**src/design/mem_access_pkg.sv**
```systemverilog
package mem_access_pkg;

   ////////////////////
   // Memory geometry.
   ////////////////////

   localparam int DATA_BITS      = 32;
   localparam int LANES          = 4;
   localparam int BYTE_BITS      = DATA_BITS / LANES;
   localparam int LANE_BITS      = $clog2(LANES);
   localparam int RAM_DEPTH      = 1024;
   localparam int ADDR_BITS      = 12;
   localparam int WORD_ADDR_BITS = ADDR_BITS - LANE_BITS;
   localparam int REG_SEL_BITS   = 5;

   // Load/store width code, laid out like the funct3 field of MIPS loads.
   typedef enum logic [2:0] {
      MEM_BYTE   = 3'b000,
      MEM_HALF   = 3'b001,
      MEM_WORD   = 3'b011,
      MEM_BYTE_U = 3'b100,
      MEM_HALF_U = 3'b101
   } access_width_e;

   ////////////////////
   // Lane helpers.
   ////////////////////

   // True when the low address bits sit on the natural boundary of the width.
   function automatic logic is_aligned(access_width_e width, logic [LANE_BITS-1:0] lsb);
      case (width)
         MEM_HALF, MEM_HALF_U: return ~lsb[0];
         MEM_WORD:             return lsb == '0;
         default:              return 1'b1;
      endcase
   endfunction

   // Picks one byte lane out of a word.
   function automatic logic [BYTE_BITS-1:0] lane_byte(logic [DATA_BITS-1:0] word,
                                                      logic [LANE_BITS-1:0] lane);
      return word[lane*BYTE_BITS +: BYTE_BITS];
   endfunction

endpackage

```
**src/design/store_lane_decode.sv**
```systemverilog
`timescale 1ns/1ps

module store_lane_decode (
   input  mem_access_pkg::access_width_e         i_width,
   input  logic [mem_access_pkg::LANE_BITS-1:0]  i_addr_lsb,
   input  logic [mem_access_pkg::DATA_BITS-1:0]  i_store_data,
   output logic [mem_access_pkg::LANES-1:0]      o_byte_enable,
   output logic [mem_access_pkg::DATA_BITS-1:0]  o_lane_data
);

   ////////////////////
   // Lane decode.
   ////////////////////

   // The store value is repeated into every lane, the enables pick the bytes that land.
   always_comb begin
      o_byte_enable = '0;
      o_lane_data   = i_store_data;
      case (i_width)
         mem_access_pkg::MEM_BYTE, mem_access_pkg::MEM_BYTE_U: begin
            o_byte_enable[i_addr_lsb] = 1'b1;
            o_lane_data = {mem_access_pkg::LANES{
               i_store_data[mem_access_pkg::BYTE_BITS-1:0]}};
         end
         mem_access_pkg::MEM_HALF, mem_access_pkg::MEM_HALF_U: begin
            // Upper pair when address bit 1 is set.
            if (i_addr_lsb[1]) begin
               o_byte_enable = 4'b1100;
            end else begin
               o_byte_enable = 4'b0011;
            end
            o_lane_data = {(mem_access_pkg::LANES / 2){
               i_store_data[2*mem_access_pkg::BYTE_BITS-1:0]}};
         end
         mem_access_pkg::MEM_WORD: begin
            o_byte_enable = '1;
         end
         default: begin
            o_byte_enable = '0;
         end
      endcase
   end

   ////////////////////
   // Checks.
   ////////////////////

   // Misaligned halfword and word accesses are not supported by the stage.
   always_comb begin
      if (o_byte_enable != '0) begin
         assert final (mem_access_pkg::is_aligned(i_width, i_addr_lsb))
            else $error("misaligned %s access at lane %0d", i_width.name(), i_addr_lsb);
      end
   end

endmodule

```
**config.mk**
```make
export PLATFORM = sky130hd
export DESIGN_NAME = store_lane_decode
export DESIGN_NICKNAME = d
export VERILOG_FILES = /design/src/design/mem_access_pkg.sv /design/src/design/store_lane_decode.sv
export SDC_FILE = /design/constraint.sdc
export NUM_CORES = 1
export LEC_CHECK = 0
export ABC_AREA = 1
export ABC_CLOCK_PERIOD_IN_PS = 800
export BUFFER_PORTS_ARGS = -buffer_cell sky130_fd_sc_hd__buf_4
export CAP_MARGIN = 20
export CELL_PAD_IN_SITES_DETAIL_PLACEMENT = 1
export CELL_PAD_IN_SITES_GLOBAL_PLACEMENT = 1
export CORE_MARGIN = 1.5
export CORE_UTILIZATION = 17
export DETAILED_ROUTE_END_ITERATION = 10
export PLACE_DENSITY_LB_ADDON = 0.1
export SYNTH_ARGS = -nofsm -noshare
export SYNTH_HDL_FRONTEND = slang
export SYNTH_SLANG_ARGS = --single-unit
```
**constraint.sdc**
```tcl
create_clock -name vclk -period 0.8
set_input_delay 0.04 -clock vclk [all_inputs]
set_output_delay 0.04 -clock vclk [all_outputs]
set_load 0.01 [all_outputs]
```
==> impl_metrics.py <==
metrics = {
    "power": {
        "leakage_nw": 0.721,
        "vdd_drop_max_uv": 176,
        "power_density_nw_per_um2": 637,
    },
    "die": {
        "core_area_sq_um": 3000,
        "die-height_um": 59.0,
        "die_w_um": 59.0,
        "dieArea_sq_um": 3480,
        "design.portCount": 73,
        "rows": 20,
        "start_util": 0.177,
    },
    "critical_path": {
        "crit_buf_inv": 3,
        "arrival_ns": 0.74,
        "start_kind": "input pin",
        "slowest_delay_ns": 0.18,
        "cpMaxStageDelayCell": "nor2_4",
        "crit_family": "buffers and inverters",
        "critPathMaxFanout": 5,
        "crit_chain": "buf_12, nor2_4, clkbuf_16, nand2_2, nand2_2, buf_6",
        "crit_start": "i_width[0]",
        "crit_type": "in -> out",
        "cp.required_ns": 0.76,
        "cp-end-kind": "output pin",
        "cp_common_cell": "nand2_2",
    },
    "synth": {
        "synthDistinctLibCells": 11,
        "synth_top_area_cell": "nand2_1",
        "synth-warning-count": 0,
        "syn_area_sq_um": 533,
        "avgSynthCellArea_sq_um": 4.94,
        "syn_nets": 145,
        "syn_inst": 108,
        "ys_seq_area_frac": 0,
        "yosysTopAreaCellShare": 0.366,
        "synth_area_leaders": "nand2_1 37%, nand3_1 22%, buf_6 13%, buf_4 11%, o21ai_0 7.5%",
    },
    "final_layout": {
        "final_common_cell": "buf_4",
        "final_layout_size_suffix_gt1_frac": 0.603,
        "final_cell_area_sq_um": 1230,
        "seq_cells": 0,
        "final_core_util": 0.410,
        "final_cell_mix": "66 x buf_4, 38 x nand2_1, 16 x nand3_1",
        "stdcell_count": 207,
        "seq_area_sq_um": 0,
        "n_clock_buffer": 0,
        "final_nets": 213,
        "area_delta_synth_final_pct": 131,
        "multi_input_area_sq_um": 454,
        "nFillCells": 430,
        "antenna_cells": 0,
    },
    "drt": {
        "avgRoutedWirePerCell_um": 12.0,
        "finalWirelength_mm": 2.49,
        "route.vias.total": 934,
        "viasPerCell": 4.51,
        "drtPass1Iterations": 4,
        "final_antenna_net_count": 0,
        "drc": 0,
        "drt_iter0_markers": 15,
    },
    "sta": {
        "worst_pin_slew_ns": 0.198,
        "rsz0062_at_grt": "yes",
        "min_period_ns": 0.779,
        "drv_slew": 0,
        "timing.fmax_mhz": 1280,
        "setup_tns_ns": 0,
        "finalSetupViolCount": 0,
        "hold_viol_final": 0,
        "post-route-period-util": 0.974,
        "holdWs_ns": 0.280,
        "slew_headroom": 0.867,
    },
    "place": {
        "dp_hpwl_mm": 2.02,
        "post_dp_cell_area_sq_um": 1060,
        "place_inst": 205,
        "port_buffers": 73,
        "gp_congestion": 0.718,
    },
    "clock_network": {
        "hold_buffers": 0,
    },
    "global_routing": {
        "grt_pass1_wl_mm": 4.02,
        "grt_max_degree": 19,
        "first_global_vias": 953,
        "antenna_found_initial": 0,
        "grtUsageTotal": 0.139,
        "overflow": 0,
    },
    "hold_path": {
        "whs_path_depth": 2,
        "min_from": "i_store_data[7]",
        "hold_class": "in -> out",
        "holdPathEnd": "o_lane_data[7]",
    },
    "run": {
        "drv_cap": 0,
    },
    "run_status": {
        "status": "finished, final reports clean",
    },
}
==> cells in the mapped netlist, drive strengths merged <==
master,instances
inv,5
buf,15
nand2,53
nand3,23
nor2,4
o21ai,8
==> layout make-up <==
type	instances	area share
timing repair buffer	81	0.579
multi-input combinational	88	0.369
tap	33	0.0335
inverter	5	0.0193
==> worst max-delay path by stage <==
stage	to	slack, ns	depth (start not counted)
3_5_place_dp	o_lane_data[12]	0.01	5
6_report	o_lane_data[12]	0.02	6
3_3_place_gp	o_lane_data[15]	0.02	5
4_1_cts	o_lane_data[12]	0.007	5
2_1_floorplan	o_lane_data[25]	0.19	5
5_1_grt	o_byte_enable[2]	-0.02	6
==> through the flow <==
stage | worst slack, ns | power [W]
final | 0.0210 | 0.000785
after global routing | -0.0188 | 0.000859
after CTS | 0.00676 | 0.000694
after detailed placement | 0.0100 | 0.000692
after global placement | 0.0192 | 0.000683
after floorplan | 0.189 | 0.000306
==> what timing repair did <==
| item | 4_1_cts | 5_1_grt |
|---|---|---|
| resized for setup | 0 | 42 |
| setup endpoints to repair | 0 | 19 |
| buffers inserted | 0 | 1 |
==> cell families after synthesis <==
family,after synthesis,share of synthesized area
buf+inv,20,0.289
simple gates,80,0.636
compound gates,8,0.0751
==> power breakdown <==
part / internal [W] / leakage [nW] / total, W / switching (W)
clock network: 0 / 0 / 0 / 0
registers: 0 / 0 / 0 / 0
logic: 0.000440 / 0.721 / 0.000785 / 0.000344
==> layer usage <==
layer  global-route usage  wire length (um)
met2                0.290              1350
met4                    0                 0
met3              0.00873               167
met1                0.159               969
met5                    0                 0
(Power assumes the default switching activity.)
