### src/design/mem_access_pkg.sv
package mem_access_pkg;

   ////////////////////
   // Memory geometry.
   ////////////////////

   localparam int DATA_BITS      = 32;
   localparam int LANES          = 4;
   localparam int BYTE_BITS      = DATA_BITS / LANES;
   localparam int LANE_BITS      = $clog2(LANES);
   localparam int RAM_DEPTH      = 1024;
   localparam int ADDR_BITS      = 12;
   localparam int WORD_ADDR_BITS = ADDR_BITS - LANE_BITS;
   localparam int REG_SEL_BITS   = 5;

   // Load/store width code, laid out like the funct3 field of MIPS loads.
   typedef enum logic [2:0] {
      MEM_BYTE   = 3'b000,
      MEM_HALF   = 3'b001,
      MEM_WORD   = 3'b011,
      MEM_BYTE_U = 3'b100,
      MEM_HALF_U = 3'b101
   } access_width_e;

   ////////////////////
   // Lane helpers.
   ////////////////////

   // True when the low address bits sit on the natural boundary of the width.
   function automatic logic is_aligned(access_width_e width, logic [LANE_BITS-1:0] lsb);
      case (width)
         MEM_HALF, MEM_HALF_U: return ~lsb[0];
         MEM_WORD:             return lsb == '0;
         default:              return 1'b1;
      endcase
   endfunction

   // Picks one byte lane out of a word.
   function automatic logic [BYTE_BITS-1:0] lane_byte(logic [DATA_BITS-1:0] word,
                                                      logic [LANE_BITS-1:0] lane);
      return word[lane*BYTE_BITS +: BYTE_BITS];
   endfunction

endpackage

### src/design/dirty_word_tracker.sv
`timescale 1ns/1ps

module dirty_word_tracker (
   input  logic                                       i_clock,
   input  logic                                       i_soft_reset,
   input  logic                                       i_mem_enable,
   input  logic [mem_access_pkg::WORD_ADDR_BITS-1:0]  i_word_addr,
   input  logic [mem_access_pkg::LANES-1:0]           i_byte_enable,
   output logic                                       o_dirty
);

   // One bit per RAM word.
   logic [mem_access_pkg::RAM_DEPTH-1:0] dirty_bits;

   ////////////////////
   // Tracking.
   ////////////////////

   // The bit is sampled before this cycle's write marks it.
   always_ff @(posedge i_clock) begin
      if (!i_soft_reset) begin
         dirty_bits <= '0;
         o_dirty    <= 1'b0;
      end else if (i_mem_enable) begin
         o_dirty <= dirty_bits[i_word_addr];
         if (|i_byte_enable) begin
            dirty_bits[i_word_addr] <= 1'b1;
         end
      end
   end

   ////////////////////
   // Checks.
   ////////////////////

   // Nothing reads as dirty right after a reset.
   assert property (@(posedge i_clock) !i_soft_reset |=> !o_dirty)
      else $error("dirty bit set in the cycle after reset");

endmodule

### config.mk
export PLATFORM = sky130hd
export DESIGN_NAME = dirty_word_tracker
export DESIGN_NICKNAME = d
export VERILOG_FILES = /design/src/design/mem_access_pkg.sv /design/src/design/dirty_word_tracker.sv
export SDC_FILE = /design/constraint.sdc
export NUM_CORES = 2
export LEC_CHECK = 0
export BUFFER_PORTS_ARGS = -buffer_cell sky130_fd_sc_hd__buf_4
export CORE_MARGIN = 1
export CORE_UTILIZATION = 45
export CTS_BUF_LIST = sky130_fd_sc_hd__clkbuf_8
export DETAILED_ROUTE_END_ITERATION = 12
export SYNTH_ARGS = -nofsm -noshare
export SYNTH_HDL_FRONTEND = slang
export SYNTH_SLANG_ARGS = --single-unit
export TNS_END_PERCENT = 30
### constraint.sdc
create_clock -name i_clock -period 3.2 [get_ports i_clock]
set_input_delay 0.64 -clock i_clock [delete_from_list [all_inputs] [get_ports i_clock]]
set_output_delay 0.64 -clock i_clock [all_outputs]
set_load 0.05 [all_outputs]
==> summary.md <==
| Metric | Value |
|---|---|
| Fill cell count | 8640 |
| Routed WL per cell | 25.75 µm |
| Post-route cell area | 49250 µm² |
| RSZ-0062 raised after global routing | no |
| Core Box Area | 93330 µm² |
| Placed instance count | around 5.6k |
| Cell Chain, Critical Path | buf_8 > buf_12 > buf_12 > mux2i_1 > o22ai_1 > nor3_1 > a31oi_1 > nand4_1 > buf_4 > and4bb_1 > a31oi_1 |
| Clock Pin Slew Worst Setup and Hold Paths | 0.06 ns |
| Clock Latency Late Sink | around 0.87 ns |
| Placed Area | 45830 µm² |
| Period utilization | 79.99% |
| Largest area contributor in the netlist | dfxtp_1 |
| Critical path type | input pin to flop |
| Cts repair resizes | 0 |
| Yosys top cell area share | around 48% |
| Most common library cells after synthesis | dfxtp_1 (1025), a21oi_1 (780), nor2b_1 (776) |
| Ys Warns | 0 |
| Overall routing resource usage | 31.47% |
| Met1 Use GR | 41.74% |
| Pwr Density | roughly 530 nW/µm² |
| Synth area leaders | dfxtp_1 (48%), nor2b_1 (11%), a21oi_1 (9.2%) |
| Worst slew pin tran | 1.258 ns |
| Antenna violations before repair | 3 |
| Cell with the most instances after synthesis | dfxtp_1 |
| Via Count | 34.20k |
| Mapped Cells | 4353 |
| Clk buf depth | 3 |
| IO Count | 18 |
| Count of pins over their slew limit | 0 |
| Overflow after GRT | 0 |
| Area Growth Syn to Fin | 16.19% |
| Worst hold slack | 0.3037 ns |
| Met3 Usage GRT | ~6.5% |
| Max VDD drop | 0.4243 mV |
| TritonCTS clock tree | done |
| Non-Filler Instances | 5869 |
| First-pass GRT wire length | 221000 µm |
| Maxcap violations | 0 |
| EDFF count, synth | 0 |
| Async SR Flop Fraction | 0% |
| CP endpoint kind | flop |
| Slowest cell on the critical path | mux2i_1 |
| Startpoint Class | input pin |
| HPWL Detailed | 91500 µm |
| Share of layout cells above drive strength 1 | 16.62% |
| 1st-iter DRT viols | 3342 |
| Flop pwr share | 49.4% |
| Clock Sinks | 1025 |
| Switching pwr | 6386 µW |
| # Post-CTS Setup Buffers | 0 |
| Syn Std Cell Area | 42390 µm² |
| DRT Pass-1 Iters | 6 |
| Max-slew headroom | approximately 16% |
| Rows | 112 |
| Fmax | around 400 MHz |
| Die Y | 308.9 µm |
| Hold Vio Cnt, Final | 0 |
| Clock power share | around 45% |
| Final setup margin | 0.6403 ns |
| GRT Max-Usage Layer | met2 |
| PortBufs | 17 |
| #FFs+latches synth | 1025 |
| Vias per inst | around 5.8 |
| Number of routed nets with antenna violations | 0 |
| Leakage | 0.01728 µW |
| Largest net degree at the start of global routing | 125 |
| Number of distinct library cells after synthesis | 56 |
| Status | finished clean |
| Met2 usage | 48.79% |
| GPL Wtd Cong | 0.8753 |
| Critical path's largest stage delay | 0.50 ns |
| Switching share of power | about 25% |
| Internal Power | 19500 µW |
| Mapped Avg Cell Area | approximately 9.7 µm² |
| Full die area | 95430 µm² |
| Final setup violation count | 0 |
| Worst Skew | between 0.04 and 0.05 ns |
| Root Buffer | clkbuf_8 |
| Die width | 308.9 µm |
| DRC Markers | 0 |
| Worst min path class | input pin to flop |
| Pre-CTS setup slack | -0.1421 ns |
| Hold bufs inserted after CTS | 0 |
| Starting density of the core | between 40% and 50% |
| Min Tclk post-route | roughly 2.6 ns |
| H-tree Lvls | 4 |
| Setup TNS | 0 ns |
| Post-Syn Nets | 4370 |
| Crit path DAT | roughly 3.3 ns |
| Worst path required time | between 3 and 4 ns |
| Drt total wl | 151100 µm |
| CP Max Fanout | 29 |
| Vias in the first global route | 32.80k |
| Post-synthesis sequential area ratio | 48.41% |
| Top_reg_cell synth | dfxtp_1 |
| Num CTS Buffers | between 150 and 200 |
| Logic pwr share | 5.9% |
| Nets | 4497 |
==> kinds of logic after synthesis <==
family	Yosys count	synth area share, %
simple gates	1298	16.88
compound gates	1235	16.95
flops	1025	48.41
mux	399	13.18
buf+inv	396	4.578
==> through the flow <==
stage,power (µW),utilization (%)
2_1_floorplan,13890,-
3_3_place_gp,14540,49.10
3_5_place_dp,14540,49.10
4_1_cts,26010,52.76
5_1_grt,26640,52.76
6_report,25880,52.77
==> registers in the layout, summed over array words and instances (netlist names) <==
signal	flops
dirty_bits	1024
o_dirty	1
==> worst max-delay path, delay by kind of cell <==
family	cells	cell delay [ns]
buffers and inverters	4	0.97
AND/OR/NAND/NOR	3	0.67
multiplexers	1	0.50
AO/OA/AOI/OAI	3	0.47
==> final timing paths <==
path                            slack (ns)  cells past startpoint              end            start
worst min register to register        0.46                      1  dirty_bits[307]  dirty_bits[307]
worst max register to register        0.77                      8          o_dirty  dirty_bits[153]
worst max-delay path                  0.64                     11          o_dirty   i_word_addr[0]
worst min-delay path                  0.30                      4          o_dirty     i_mem_enable
==> cells in the final DEF (no fill, tap or decap), types with 24 or more instances in the layout <==
cell and n:
nor2b_1 776, o22ai_1 114, mux4_2 127, dfxtp_1 1025, buf_12 76, a21oi_1 780, nor2_4 24, nand2_1 58
clkbuf_8 216, a22oi_1 29, buf_4 268, o21a_1 255, mux2i_1 269, inv_1 62, nor2_1 318
==> cell type report <==
cell class	count	area [µm²]	share of cell area [%]
diodes	5	12.51	0.02541
repair buffers	347	3575	7.258
inverters	4	15.01	0.03049
multi-input cells	2932	20150	40.91
clock buffers	216	2973	6.036
flip-flops and latches	1025	20520	41.66
clock inverters	86	436.7	0.8866
well taps	1254	1569	3.186
==> power groups by stage <==
stage	combinational, µW	clock (µW)	sequential [µW]
final	1520	11600	12800
after global routing	1550	12300	12800
after CTS	1490	11700	12800
after detailed placement	1480	0	13100
after global placement	1480	0	13100
after floorplan	831	0	13100
==> routing by layer <==
metal  up-vias  share of wire, %
met3       448               8.0
met1     16840                42
met4         2               4.9
li1      15460                 -
met5         -            0.0053
met2      1460                45
No activity file was read; power rests on OpenSTA's default activity.
