`src/design/mem_access_pkg.sv`:
```
package mem_access_pkg;

   ////////////////////
   // Memory geometry.
   ////////////////////

   localparam int DATA_BITS      = 32;
   localparam int LANES          = 4;
   localparam int BYTE_BITS      = DATA_BITS / LANES;
   localparam int LANE_BITS      = $clog2(LANES);
   localparam int RAM_DEPTH      = 1024;
   localparam int ADDR_BITS      = 12;
   localparam int WORD_ADDR_BITS = ADDR_BITS - LANE_BITS;
   localparam int REG_SEL_BITS   = 5;

   // Load/store width code, laid out like the funct3 field of MIPS loads.
   typedef enum logic [2:0] {
      MEM_BYTE   = 3'b000,
      MEM_HALF   = 3'b001,
      MEM_WORD   = 3'b011,
      MEM_BYTE_U = 3'b100,
      MEM_HALF_U = 3'b101
   } access_width_e;

   ////////////////////
   // Lane helpers.
   ////////////////////

   // True when the low address bits sit on the natural boundary of the width.
   function automatic logic is_aligned(access_width_e width, logic [LANE_BITS-1:0] lsb);
      case (width)
         MEM_HALF, MEM_HALF_U: return ~lsb[0];
         MEM_WORD:             return lsb == '0;
         default:              return 1'b1;
      endcase
   endfunction

   // Picks one byte lane out of a word.
   function automatic logic [BYTE_BITS-1:0] lane_byte(logic [DATA_BITS-1:0] word,
                                                      logic [LANE_BITS-1:0] lane);
      return word[lane*BYTE_BITS +: BYTE_BITS];
   endfunction

endpackage

```
`src/design/load_result_format.sv`:
```
`timescale 1ns/1ps

module load_result_format (
   input  logic                                  i_clock,
   input  logic                                  i_mem_enable,
   input  logic [mem_access_pkg::DATA_BITS-1:0]  i_read_data,
   input  mem_access_pkg::access_width_e         i_width,
   input  logic [mem_access_pkg::LANE_BITS-1:0]  i_addr_lsb,
   output logic [mem_access_pkg::DATA_BITS-1:0]  o_load_data
);

   mem_access_pkg::access_width_e              width_q;
   logic [mem_access_pkg::LANE_BITS-1:0]       lsb_q;
   logic [mem_access_pkg::BYTE_BITS-1:0]       sel_byte;
   logic [2*mem_access_pkg::BYTE_BITS-1:0]     sel_half;

   // Width and lane follow the registered RAM read.
   always_ff @(posedge i_clock) begin
      if (i_mem_enable) begin
         width_q <= i_width;
         lsb_q   <= i_addr_lsb;
      end
   end

   ////////////////////
   // Lane select.
   ////////////////////

   assign sel_byte = mem_access_pkg::lane_byte(i_read_data, lsb_q);
   assign sel_half = lsb_q[1] ? i_read_data[mem_access_pkg::DATA_BITS-1 -: 2*mem_access_pkg::BYTE_BITS]
                              : i_read_data[0 +: 2*mem_access_pkg::BYTE_BITS];

   // Sign or zero extension.
   always_comb begin
      case (width_q)
         mem_access_pkg::MEM_BYTE:
            o_load_data = {{(mem_access_pkg::DATA_BITS - mem_access_pkg::BYTE_BITS)
                            {sel_byte[mem_access_pkg::BYTE_BITS-1]}}, sel_byte};
         mem_access_pkg::MEM_BYTE_U:
            o_load_data = {{(mem_access_pkg::DATA_BITS - mem_access_pkg::BYTE_BITS)
                            {1'b0}}, sel_byte};
         mem_access_pkg::MEM_HALF:
            o_load_data = {{(mem_access_pkg::DATA_BITS - 2*mem_access_pkg::BYTE_BITS)
                            {sel_half[2*mem_access_pkg::BYTE_BITS-1]}}, sel_half};
         mem_access_pkg::MEM_HALF_U:
            o_load_data = {{(mem_access_pkg::DATA_BITS - 2*mem_access_pkg::BYTE_BITS)
                            {1'b0}}, sel_half};
         default:
            o_load_data = i_read_data;
      endcase
   end

endmodule

```
`config.mk`:
```
export PLATFORM = sky130hd
export DESIGN_NAME = load_result_format
export DESIGN_NICKNAME = d
export VERILOG_FILES = /design/src/design/mem_access_pkg.sv /design/src/design/load_result_format.sv
export SDC_FILE = /design/constraint.sdc
export NUM_CORES = 1
export LEC_CHECK = 0
export BUFFER_PORTS_ARGS = -buffer_cell sky130_fd_sc_hd__buf_4
export CORE_ASPECT_RATIO = 0.8
export CORE_UTILIZATION = 41
export CTS_CLUSTER_DIAMETER = 80
export CTS_CLUSTER_SIZE = 30
export DETAILED_ROUTE_END_ITERATION = 12
export HOLD_SLACK_MARGIN = 0.06
export PLACE_DENSITY = 0.93
export SKIP_CTS_REPAIR_TIMING = 1
export SYNTH_ARGS = -nofsm -noshare
export SYNTH_HDL_FRONTEND = slang
export SYNTH_SLANG_ARGS = --single-unit
```
`constraint.sdc`:
```
create_clock -name i_clock -period 2.05 [get_ports i_clock]
set_input_delay 0.41 -clock i_clock [delete_from_list [all_inputs] [get_ports i_clock]]
set_output_delay 0.41 -clock i_clock [all_outputs]
set_load 0.01 [all_outputs]
```
==> results of run 1 <==
-- routing by layer --
metal / wire length, um / part of all wire (%) / track usage [%] / up-vias
li1: - / - / - / 674
met1: 1680 / 38 / 34.6 / 698
met2: 2140 / 49 / 49.4 / 119
met3: 432 / 9.8 / 3.98 / 18
met4: 134 / 3.0 / 9.76 / 0
met5: 0 / 0 / 0 / -
-- area by class of cell --
cell class / count / area [um^2]
clock buffers: 4 / 26.3
fillers: 137 / 378
inverters: 3 / 15.0
multi-input cells: 105 / 877
flip-flops and latches: 5 / 150
well taps: 25 / 31.3
repair buffers: 91 / 718
-- placed cells by master (no fill, tap or decap), types with 3 or more instances in the layout --
cell,instances
buf_4,84
nand2_1,24
a32oi_1,14
mux2_2,8
a21oi_1,7
a2bb2oi_1,7
buf_6,6
a32oi_2,5
a22oi_1,5
edfxtp_1,5
nand3_1,3
mux2_4,3
clkbuf_4,3
-- registers in the layout, indices dropped and copies added (netlist names) --
name     cells
width_q      3
lsb_q        2
-- kinds of logic (layout without fill, tap and decap cells) --
| kind of cell | after synthesis | count (layout) | share of synthesized area (%) |
|---|---|---|---|
| mux | 12 | 14 | 15.1 |
| compound gates | 49 | 49 | 39.5 |
| simple gates | 42 | 42 | 20.6 |
| flops | 5 | 5 | 15.3 |
| buf+inv | 16 | 98 | 9.58 |
-- report_power, final --
group          total [mW]  switching [mW]  internal (mW)
clock network       0.107          0.0340         0.0732
logic               0.584           0.281          0.303
registers           0.136          0.0134          0.123
-- final timing paths --
| kind | start | cells past startpoint | endpoint | slack (ns) |
|---|---|---|---|---|
| setup / recovery | lsb_q[1] | 6 | o_load_data[5] | -0.1 |
| hold / removal | i_addr_lsb[1] | 1 | lsb_q[1] | 0.36 |
-- per-stage QoR --
stage	hold slack [ns]	total power, mW	setup slack, ns
after floorplan	0.509	0.383	0.331
after global placement	0.589	0.612	0.138
after detailed placement	0.590	0.624	0.0942
after CTS	0.335	0.740	-0.175
after global routing	0.340	0.867	-0.162
final	0.356	0.827	-0.0996
==> results by group, run 1 <==
Timing
  • Final Max Slew Viols: 0
  • Final period util: 105%
  • Crit path time final: 2.15 ns
  • Fmax: 465 MHz
  • Slew HR: 78.7%
  • Final setup fails: 15
  • RSZ-0062 raised after global routing: yes
  • Setup TNS: -0.312 ns
  • Worst-Margin Slew: 0.319 ns
  • Final hold viol count: 0
  • Fin worst setup slack: -0.0996 ns

Clocking
  • H-tree depth: 1
  • Max clock buf depth: 2
  • CTS tree: built
  • Root Driver: clkbuf_4
  • Clock-pin slew on the worst setup and hold paths: 0.04 ns
  • Clk sinks: 5
  • CTS Buf Count: 3

Synth
  • Synth cell types: 33
  • Synth area leader: a32oi_1
  • Most used flip-flop cell after synthesis: edfxtp_1
  • Seq cells post-synth: 5
  • Synth warn: 0
  • Share of the synthesized area in the top cell type: 17.0%
  • Async SR Flop Fraction: 0%
  • Most common cell in the synthesized netlist: nand2_1
  • Post-Syn Area: 980 um^2
  • Ranking of synthesized cells by area: a32oi_1 17%, edfxtp_1 15%, mux2_2 9.2%, nand2_1 9.2%, a2bb2oi_1 6.3%
  • Syn_area_per_cell: 7.90 um^2
  • Syn_nets: 163
  • Sequential share of the synthesized area: 15.3%
  • Syn Inst Count: 124
  • Commonest cells post-synth: 24 x nand2_1, 19 x a32oi_1, 8 x mux2_2
  • EDFF count, synth: 5

Finish
  • Fraction of layout cells with a size suffix above 1: 58.7%
  • Final nets: 248
  • Post-route cell area: 1820 um^2
  • Fin cells: 233
  • Antenna cells: 0
  • Area grow syn2layout: 85.6%
  • Fin util: 82.8%

Setup path
  • Critical path class: reg -> out
  • Startpoint type of the worst setup path: flip-flop
  • CP Data Required Time: 1.64 ns
  • WP buf/inv: 3
  • Crit-path max cell delay: 0.41 ns
  • CP dominant cell by count: buf_4
  • Crit-path max FO: 19
  • Critical-path cell list: buf_12 -> nor2b_1 -> buf_4 -> a22oi_1 -> o221ai_1 -> buf_4
  • Crit path arrival time: 1.74 ns
  • Crit path max-delay family: buffers and inverters
  • Slowest-stage cell, CP: edfxtp_1
  • Crit end category: output port

Global routing
  • Vias in the first global route: 1168
  • Initial antenna violation count: 0
  • Total grt overflow: 0
  • Gr usage total: 27.6%
  • First-pass GRT wire length: 5460 um
  • Largest net degree at the start of global routing: 19

Status
  • Status: complete, but fails checks
  • Failing checks: setup timing

Placed design
  • DP Wirelength: 2880 um
  • Placed Cells: 217
  • GPL Wtd Cong: 0.919
  • DP Area: 1550 um^2
  • Port bufs: 70

Routing
  • Post-route DRC: 0
  • Vias per Instance: 6.48
  • 1st-pass router iterations: 4
  • DR vias: 1509
  • Drt total wl: 4390 um
  • Initial drt markers: 139
  • Post-detailed-route wirelength per cell: 18.9 um
  • Final ANT Viol Nets: 0

Power and ir drop
  • Worst vdd ir: 0.000667 V
  • P_leak: 0.871 nW
  • Cell Pwr Density: 455 nW/um^2

Die
  • DIE AREA: 2590 um^2
  • # IOs: 71
  • Row cnt: 15
  • Starting Density: 44.6%
  • Die height: 45.7 um
  • Core ar.: 2200 um^2
  • Chip width: 56.7 um

Min path
  • HP Class: in -> reg

Job
  • Max-Cap Viols: 0
No activity file was read; power rests on OpenSTA's default activity.
==> run 2, diff against run 1 <==
--- a/config.mk
+++ b/config.mk
@@ -7,12 +7,11 @@
 export LEC_CHECK = 0
 export BUFFER_PORTS_ARGS = -buffer_cell sky130_fd_sc_hd__buf_4
 export CORE_ASPECT_RATIO = 0.8
-export CORE_UTILIZATION = 41
+export CORE_UTILIZATION = 37
 export CTS_CLUSTER_DIAMETER = 80
 export CTS_CLUSTER_SIZE = 30
 export DETAILED_ROUTE_END_ITERATION = 12
-export HOLD_SLACK_MARGIN = 0.06
-export PLACE_DENSITY = 0.93
+export PLACE_DENSITY = 0.89
 export SKIP_CTS_REPAIR_TIMING = 1
 export SYNTH_ARGS = -nofsm -noshare
 export SYNTH_HDL_FRONTEND = slang
==> constraint.sdc (replaced) <==
create_clock -name i_clock -period 1.9 [get_ports i_clock]
set_input_delay 0.38 -clock i_clock [delete_from_list [all_inputs] [get_ports i_clock]]
set_output_delay 0.38 -clock i_clock [all_outputs]
set_load 0.02 [all_outputs]
==> run 2 against run 1 <==
Against the previous run:
- the flow still finishes with violations (setup timing)
- final cell count grew 2.1%
- flip-flop and latch count is the same
- utilization shrank 13 points
- hold slack lost 0.036 ns
- clock power grew 8%
- final area shrank 5.0%
- non-clock buffer count shrank 4
- sequential power grew 8%
- die area grew 10%
==> results by group, run 2 (synthesis gave the netlist of run 1 again) <==
Clocking
  • H-tree depth: 1
  • CTS Buf Count: 3
  • Clk sinks: 5
  • Root Driver: clkbuf_4
  • Max clock buf depth: 2
  • Clock-pin slew on the worst setup and hold paths: 0.04 ns
  • CTS tree: built

Finish
  • Filler cell count: 210
  • Final nets: 242
  • Most common cell after layout, fill and taps aside: buf_4
  • Largest reg by FF count: width_q
  • Top flop regs: width_q: 3 flops, lsb_q: 2 flops
  • Area grow syn2layout: 76.2%
  • Max reg flops: 3
  • Commonest non-fill, non-tap cells in the layout: 71 x buf_4, 24 x nand2_1, 18 x a32oi_1, 16 x buf_6, 8 x mux2_2
  • Antenna cells: 0
  • Post-route cell area: 1730 um^2
  • Fin util: 69.6%
  • Fraction of layout cells with a size suffix above 1: 53.0%

Global routing
  • Total grt overflow: 0
  • Initial antenna violation count: 0
  • Gr usage total: 23.9%
  • First-pass GRT wire length: 5170 um
  • Vias in the first global route: 1143
  • Largest net degree at the start of global routing: 19

Placed design
  • Port bufs: 70
  • Pre-CTS setup slack: -0.0300 ns
  • GPL Wtd Cong: 0.862
  • DP Area: 1570 um^2
  • DP Wirelength: 2810 um

Min path
  • Min-Delay Path Depth: 1
  • HP Class: in -> reg
  • HP Start: i_width[0]
  • WHS Endpoint: width_q[0]

Power and ir drop
  • Worst vdd ir: 0.000388 V
  • Cell Pwr Density: 530 nW/um^2
  • Share of power burned in registers: 16.1%
  • Clock power frac: 12.7%
  • Total power: 0.915 mW
  • P_leak: 0.813 nW
  • Net Sw Frac: 42.1%
  • Int Power: 0.530 mW
  • NetSw: 0.386 mW
  • Gate power share: 71.3%

Routing
  • DR vias: 1389
  • Final ANT Viol Nets: 0
  • Initial drt markers: 137
  • Post-route DRC: 0
  • Post-detailed-route wirelength per cell: 15.4 um
  • 1st-pass router iterations: 6
  • Vias per Instance: 5.84
  • Drt total wl: 3670 um

Die
  • Starting Density: 39.5%
  • Core ar.: 2480 um^2
  • Chip width: 59.5 um
  • # IOs: 71
  • Die height: 48.0 um
  • Row cnt: 16
  • DIE AREA: 2860 um^2

Timing
  • Final period util: 113%
  • Slew HR: 61.6%
  • Final Max Slew Viols: 0
  • Crit path time final: 2.15 ns
  • Final setup fails: 32
  • Final hold viol count: 0
  • WHS: 0.320 ns
  • Worst-Margin Slew: 0.572 ns
  • Fin worst setup slack: -0.250 ns
  • Fmax: 465 MHz
  • RSZ-0062 raised after global routing: yes

Setup path
  • Startpoint type of the worst setup path: flip-flop
  • Crit-path max FO: 6
  • CP Data Required Time: 1.52 ns
  • Crit path arrival time: 1.77 ns
  • Crit end category: output port
  • Critical path class: reg -> out

Job
  • Max-Cap Viols: 0

Status
  • Failing checks: setup timing
  • Status: complete, but fails checks
==> run 2: through the flow <==
stage,cells,setup TNS [ns]
6_report,238,-5.68
5_1_grt,238,-7.73
4_1_cts,235,-7.19
3_5_place_dp,231,-0.0671
3_3_place_gp,231,0
2_1_floorplan,124,0
==> run 2: worst max path at each step <==
stage	start	endpoint	slack, ns	cells after the start
6_report	lsb_q[0]	o_load_data[3]	-0.25	5
5_1_grt	width_q[0]	o_load_data[11]	-0.29	4
4_1_cts	lsb_q[0]	o_load_data[11]	-0.29	4
3_5_place_dp	lsb_q[0]	o_load_data[11]	-0.03	4
3_3_place_gp	lsb_q[0]	o_load_data[13]	0.06	4
2_1_floorplan	width_q[1]	o_load_data[2]	0.14	4
==> run 2: layout make-up <==
class	instances	area (um^2)	area share, %
multi-input cells	103	777	45.0
inverters	3	15.0	0.870
well taps	36	45.0	2.61
clock buffers	4	26.3	1.52
flip-flops and latches	5	150	8.70
repair buffers	87	713	41.3
==> run 2: worst max-delay path, stage by stage, from the launching register on <==
cell      delay [ns]
edfxtp_1        0.45
buf_4           0.18
mux2_2          0.34
a22oi_1         0.23
o221ai_1        0.15
buf_4           0.18
==> run 2: metal layers <==
layer	track usage, %	part of all wire (%)	vias to the layer above
li1	-	-	653
met1	30.7	40	634
met2	41.8	48	94
met3	2.43	10	8
met4	10.7	1.7	0
met5	0	0	-
==> run 2: power groups by stage <==
stage	sequential, mW	combinational, mW	clock [mW]
5_1_grt	0.148	0.694	0.131
3_3_place_gp	0.146	0.577	0
6_report	0.147	0.652	0.116
4_1_cts	0.146	0.593	0.123
3_5_place_dp	0.148	0.591	0
2_1_floorplan	0.139	0.340	0
==> run 3, diff against run 2 <==
--- a/config.mk
+++ b/config.mk
@@ -7,11 +7,12 @@
 export LEC_CHECK = 0
 export BUFFER_PORTS_ARGS = -buffer_cell sky130_fd_sc_hd__buf_4
 export CORE_ASPECT_RATIO = 0.8
-export CORE_UTILIZATION = 37
+export CORE_UTILIZATION = 41
 export CTS_CLUSTER_DIAMETER = 80
 export CTS_CLUSTER_SIZE = 30
 export DETAILED_ROUTE_END_ITERATION = 12
-export PLACE_DENSITY = 0.89
+export PLACE_DENSITY = 0.93
+export SETUP_SLACK_MARGIN = 0.15
 export SKIP_CTS_REPAIR_TIMING = 1
 export SYNTH_ARGS = -nofsm -noshare
 export SYNTH_HDL_FRONTEND = slang
==> constraint.sdc (replaced) <==
create_clock -name i_clock -period 2 [get_ports i_clock]
set_input_delay 0.4 -clock i_clock [delete_from_list [all_inputs] [get_ports i_clock]]
set_output_delay 0.4 -clock i_clock [all_outputs]
set_load 0.02 [all_outputs]
==> run 3 against run 2 <==
Against the previous run:
- the flow still finishes with violations (setup timing)
- global-route usage is 5.9 points higher
- via count is 9.5% higher
- clock power about the same
- die area decreased by 9.4%
- utilization increased by 12 points
- sequential power is 6% lower
- critical path type unchanged
- critical endpoint is now o_load_data[15]
==> results by group, run 3 (synthesis gave the netlist of run 1 again) <==
Status
  • Status: complete, but fails checks
  • Failing checks: setup timing

Timing
  • Worst-Margin Slew: 0.375 ns
  • Fmax: 437 MHz
  • Crit path time final: 2.29 ns
  • Fin worst setup slack: -0.288 ns
  • Slew HR: 74.9%
  • Final hold viol count: 0
  • WHS: 0.333 ns
  • RSZ-0062 raised after global routing: yes
  • Final setup fails: 31
  • Final period util: 114%
  • Final Max Slew Viols: 0
  • Setup TNS: -4.95 ns

Power and ir drop
  • Cell Pwr Density: 519 nW/um^2
  • Worst vdd ir: 0.000445 V
  • Gate power share: 72.3%
  • P_leak: 0.863 nW
  • Net Sw Frac: 43.8%
  • NetSw: 0.406 mW
  • Share of power burned in registers: 14.9%
  • Clock power frac: 12.8%
  • Int Power: 0.521 mW

Clocking
  • Clock-pin slew on the worst setup and hold paths: 0.04 ns
  • CTS tree: built
  • Max clock buf depth: 2
  • Root Driver: clkbuf_4
  • Clk sinks: 5
  • CTS Buf Count: 3
  • H-tree depth: 1

Setup path
  • Crit-path max FO: 6
  • Slowest-stage cell, CP: edfxtp_1
  • WP buf/inv: 3
  • Critical-path cell list: buf_4 -> nor3_1 -> a22oi_2 -> buf_6 -> a2bb2oi_1 -> buf_4
  • Startpoint type of the worst setup path: flip-flop
  • Critical path class: reg -> out
  • CP dominant cell by count: buf_4
  • CP Data Required Time: 1.60 ns
  • Crit path arrival time: 1.89 ns
  • Crit end category: output port
  • Crit path depth: 6
  • Crit path max-delay family: buffers and inverters
  • Crit-path max cell delay: 0.49 ns

Finish
  • Post-route cell area: 1780 um^2
  • Most common cell after layout, fill and taps aside: buf_4
  • Top flop regs: width_q: 3 flops, lsb_q: 2 flops
  • Fraction of layout cells with a size suffix above 1: 55.8%
  • Antenna cells: 0
  • Area grow syn2layout: 82.1%
  • Filler cell count: 137
  • Commonest non-fill, non-tap cells in the layout: 69 x buf_4, 24 x nand2_1, 19 x a32oi_1, 19 x buf_6, 7 x a21oi_1
  • Largest reg by FF count: width_q
  • Fin util: 81.3%
  • Max reg flops: 3
  • Final nets: 246

Routing
  • DR vias: 1521
  • Vias per Instance: 6.58
  • Post-detailed-route wirelength per cell: 20.2 um
  • Final ANT Viol Nets: 0
  • Drt total wl: 4660 um
  • Post-route DRC: 0
  • Initial drt markers: 152
  • 1st-pass router iterations: 4

Global routing
  • Vias in the first global route: 1283
  • First-pass GRT wire length: 6030 um
  • Total grt overflow: 0
  • Gr usage total: 29.8%
  • Initial antenna violation count: 0
  • Largest net degree at the start of global routing: 21

Die
  • Chip width: 56.7 um
  • Starting Density: 44.6%
  • Die height: 45.7 um
  • DIE AREA: 2590 um^2
  • # IOs: 71
  • Core ar.: 2200 um^2
  • Row cnt: 15

Placed design
  • GPL Wtd Cong: 0.981
  • DP Wirelength: 3020 um
  • DP Area: 1540 um^2
  • Port bufs: 70

Min path
  • Min-Delay Path Depth: 1
  • HP Class: in -> reg

Job
  • Max-Cap Viols: 0
## run 3: cell count changes in the layout (fill, tap and decap cells not counted), sizes merged
cell	delta
clkbuf	+1
buf	+2
nand2	+1
## run 3: path summary, 6_finish.rpt
| check | endpoint | start | slack, ns |
|---|---|---|---|
| worst max-delay path | o_load_data[15] | width_q[0] | -0.29 |
| worst min-delay path | lsb_q[1] | i_addr_lsb[1] | 0.33 |
## run 3: metrics by stage
step,power (mW),setup slack [ns],std cells
floorplan,0.456,0.220,124
global placement,0.684,0.103,218
detailed placement,0.704,0.0524,218
CTS,0.826,-0.209,222
global route,0.970,-0.329,231
finish,0.926,-0.288,231
## run 3: area by class of cell
cell class                 instances  area [um^2]  share of cell area, %
multi-input combinational        104          810                   45.4
timing repair buffer              90          752                   42.1
sequential                         5          150                   8.42
tap                               25         31.3                   1.75
clock buffer                       4         26.3                   1.47
inverter                           3         15.0                  0.842
## run 3: power groups by stage
stage	Sequential [mW]	Clock, mW	Combinational [mW]
6_report	0.138	0.118	0.670
5_1_grt	0.138	0.132	0.701
4_1_cts	0.140	0.122	0.563
3_5_place_dp	0.142	0	0.562
3_3_place_gp	0.140	0	0.544
2_1_floorplan	0.132	0	0.323
## run 3: metal layers
layer | track usage (%) | routed length [um] | up-vias
met5 | 0 | 0 | -
met1 | 37.1 | 1720 | 705
met2 | 53.6 | 2280 | 134
met3 | 3.41 | 529 | 19
met4 | 12.2 | 135 | 0
li1 | - | - | 663
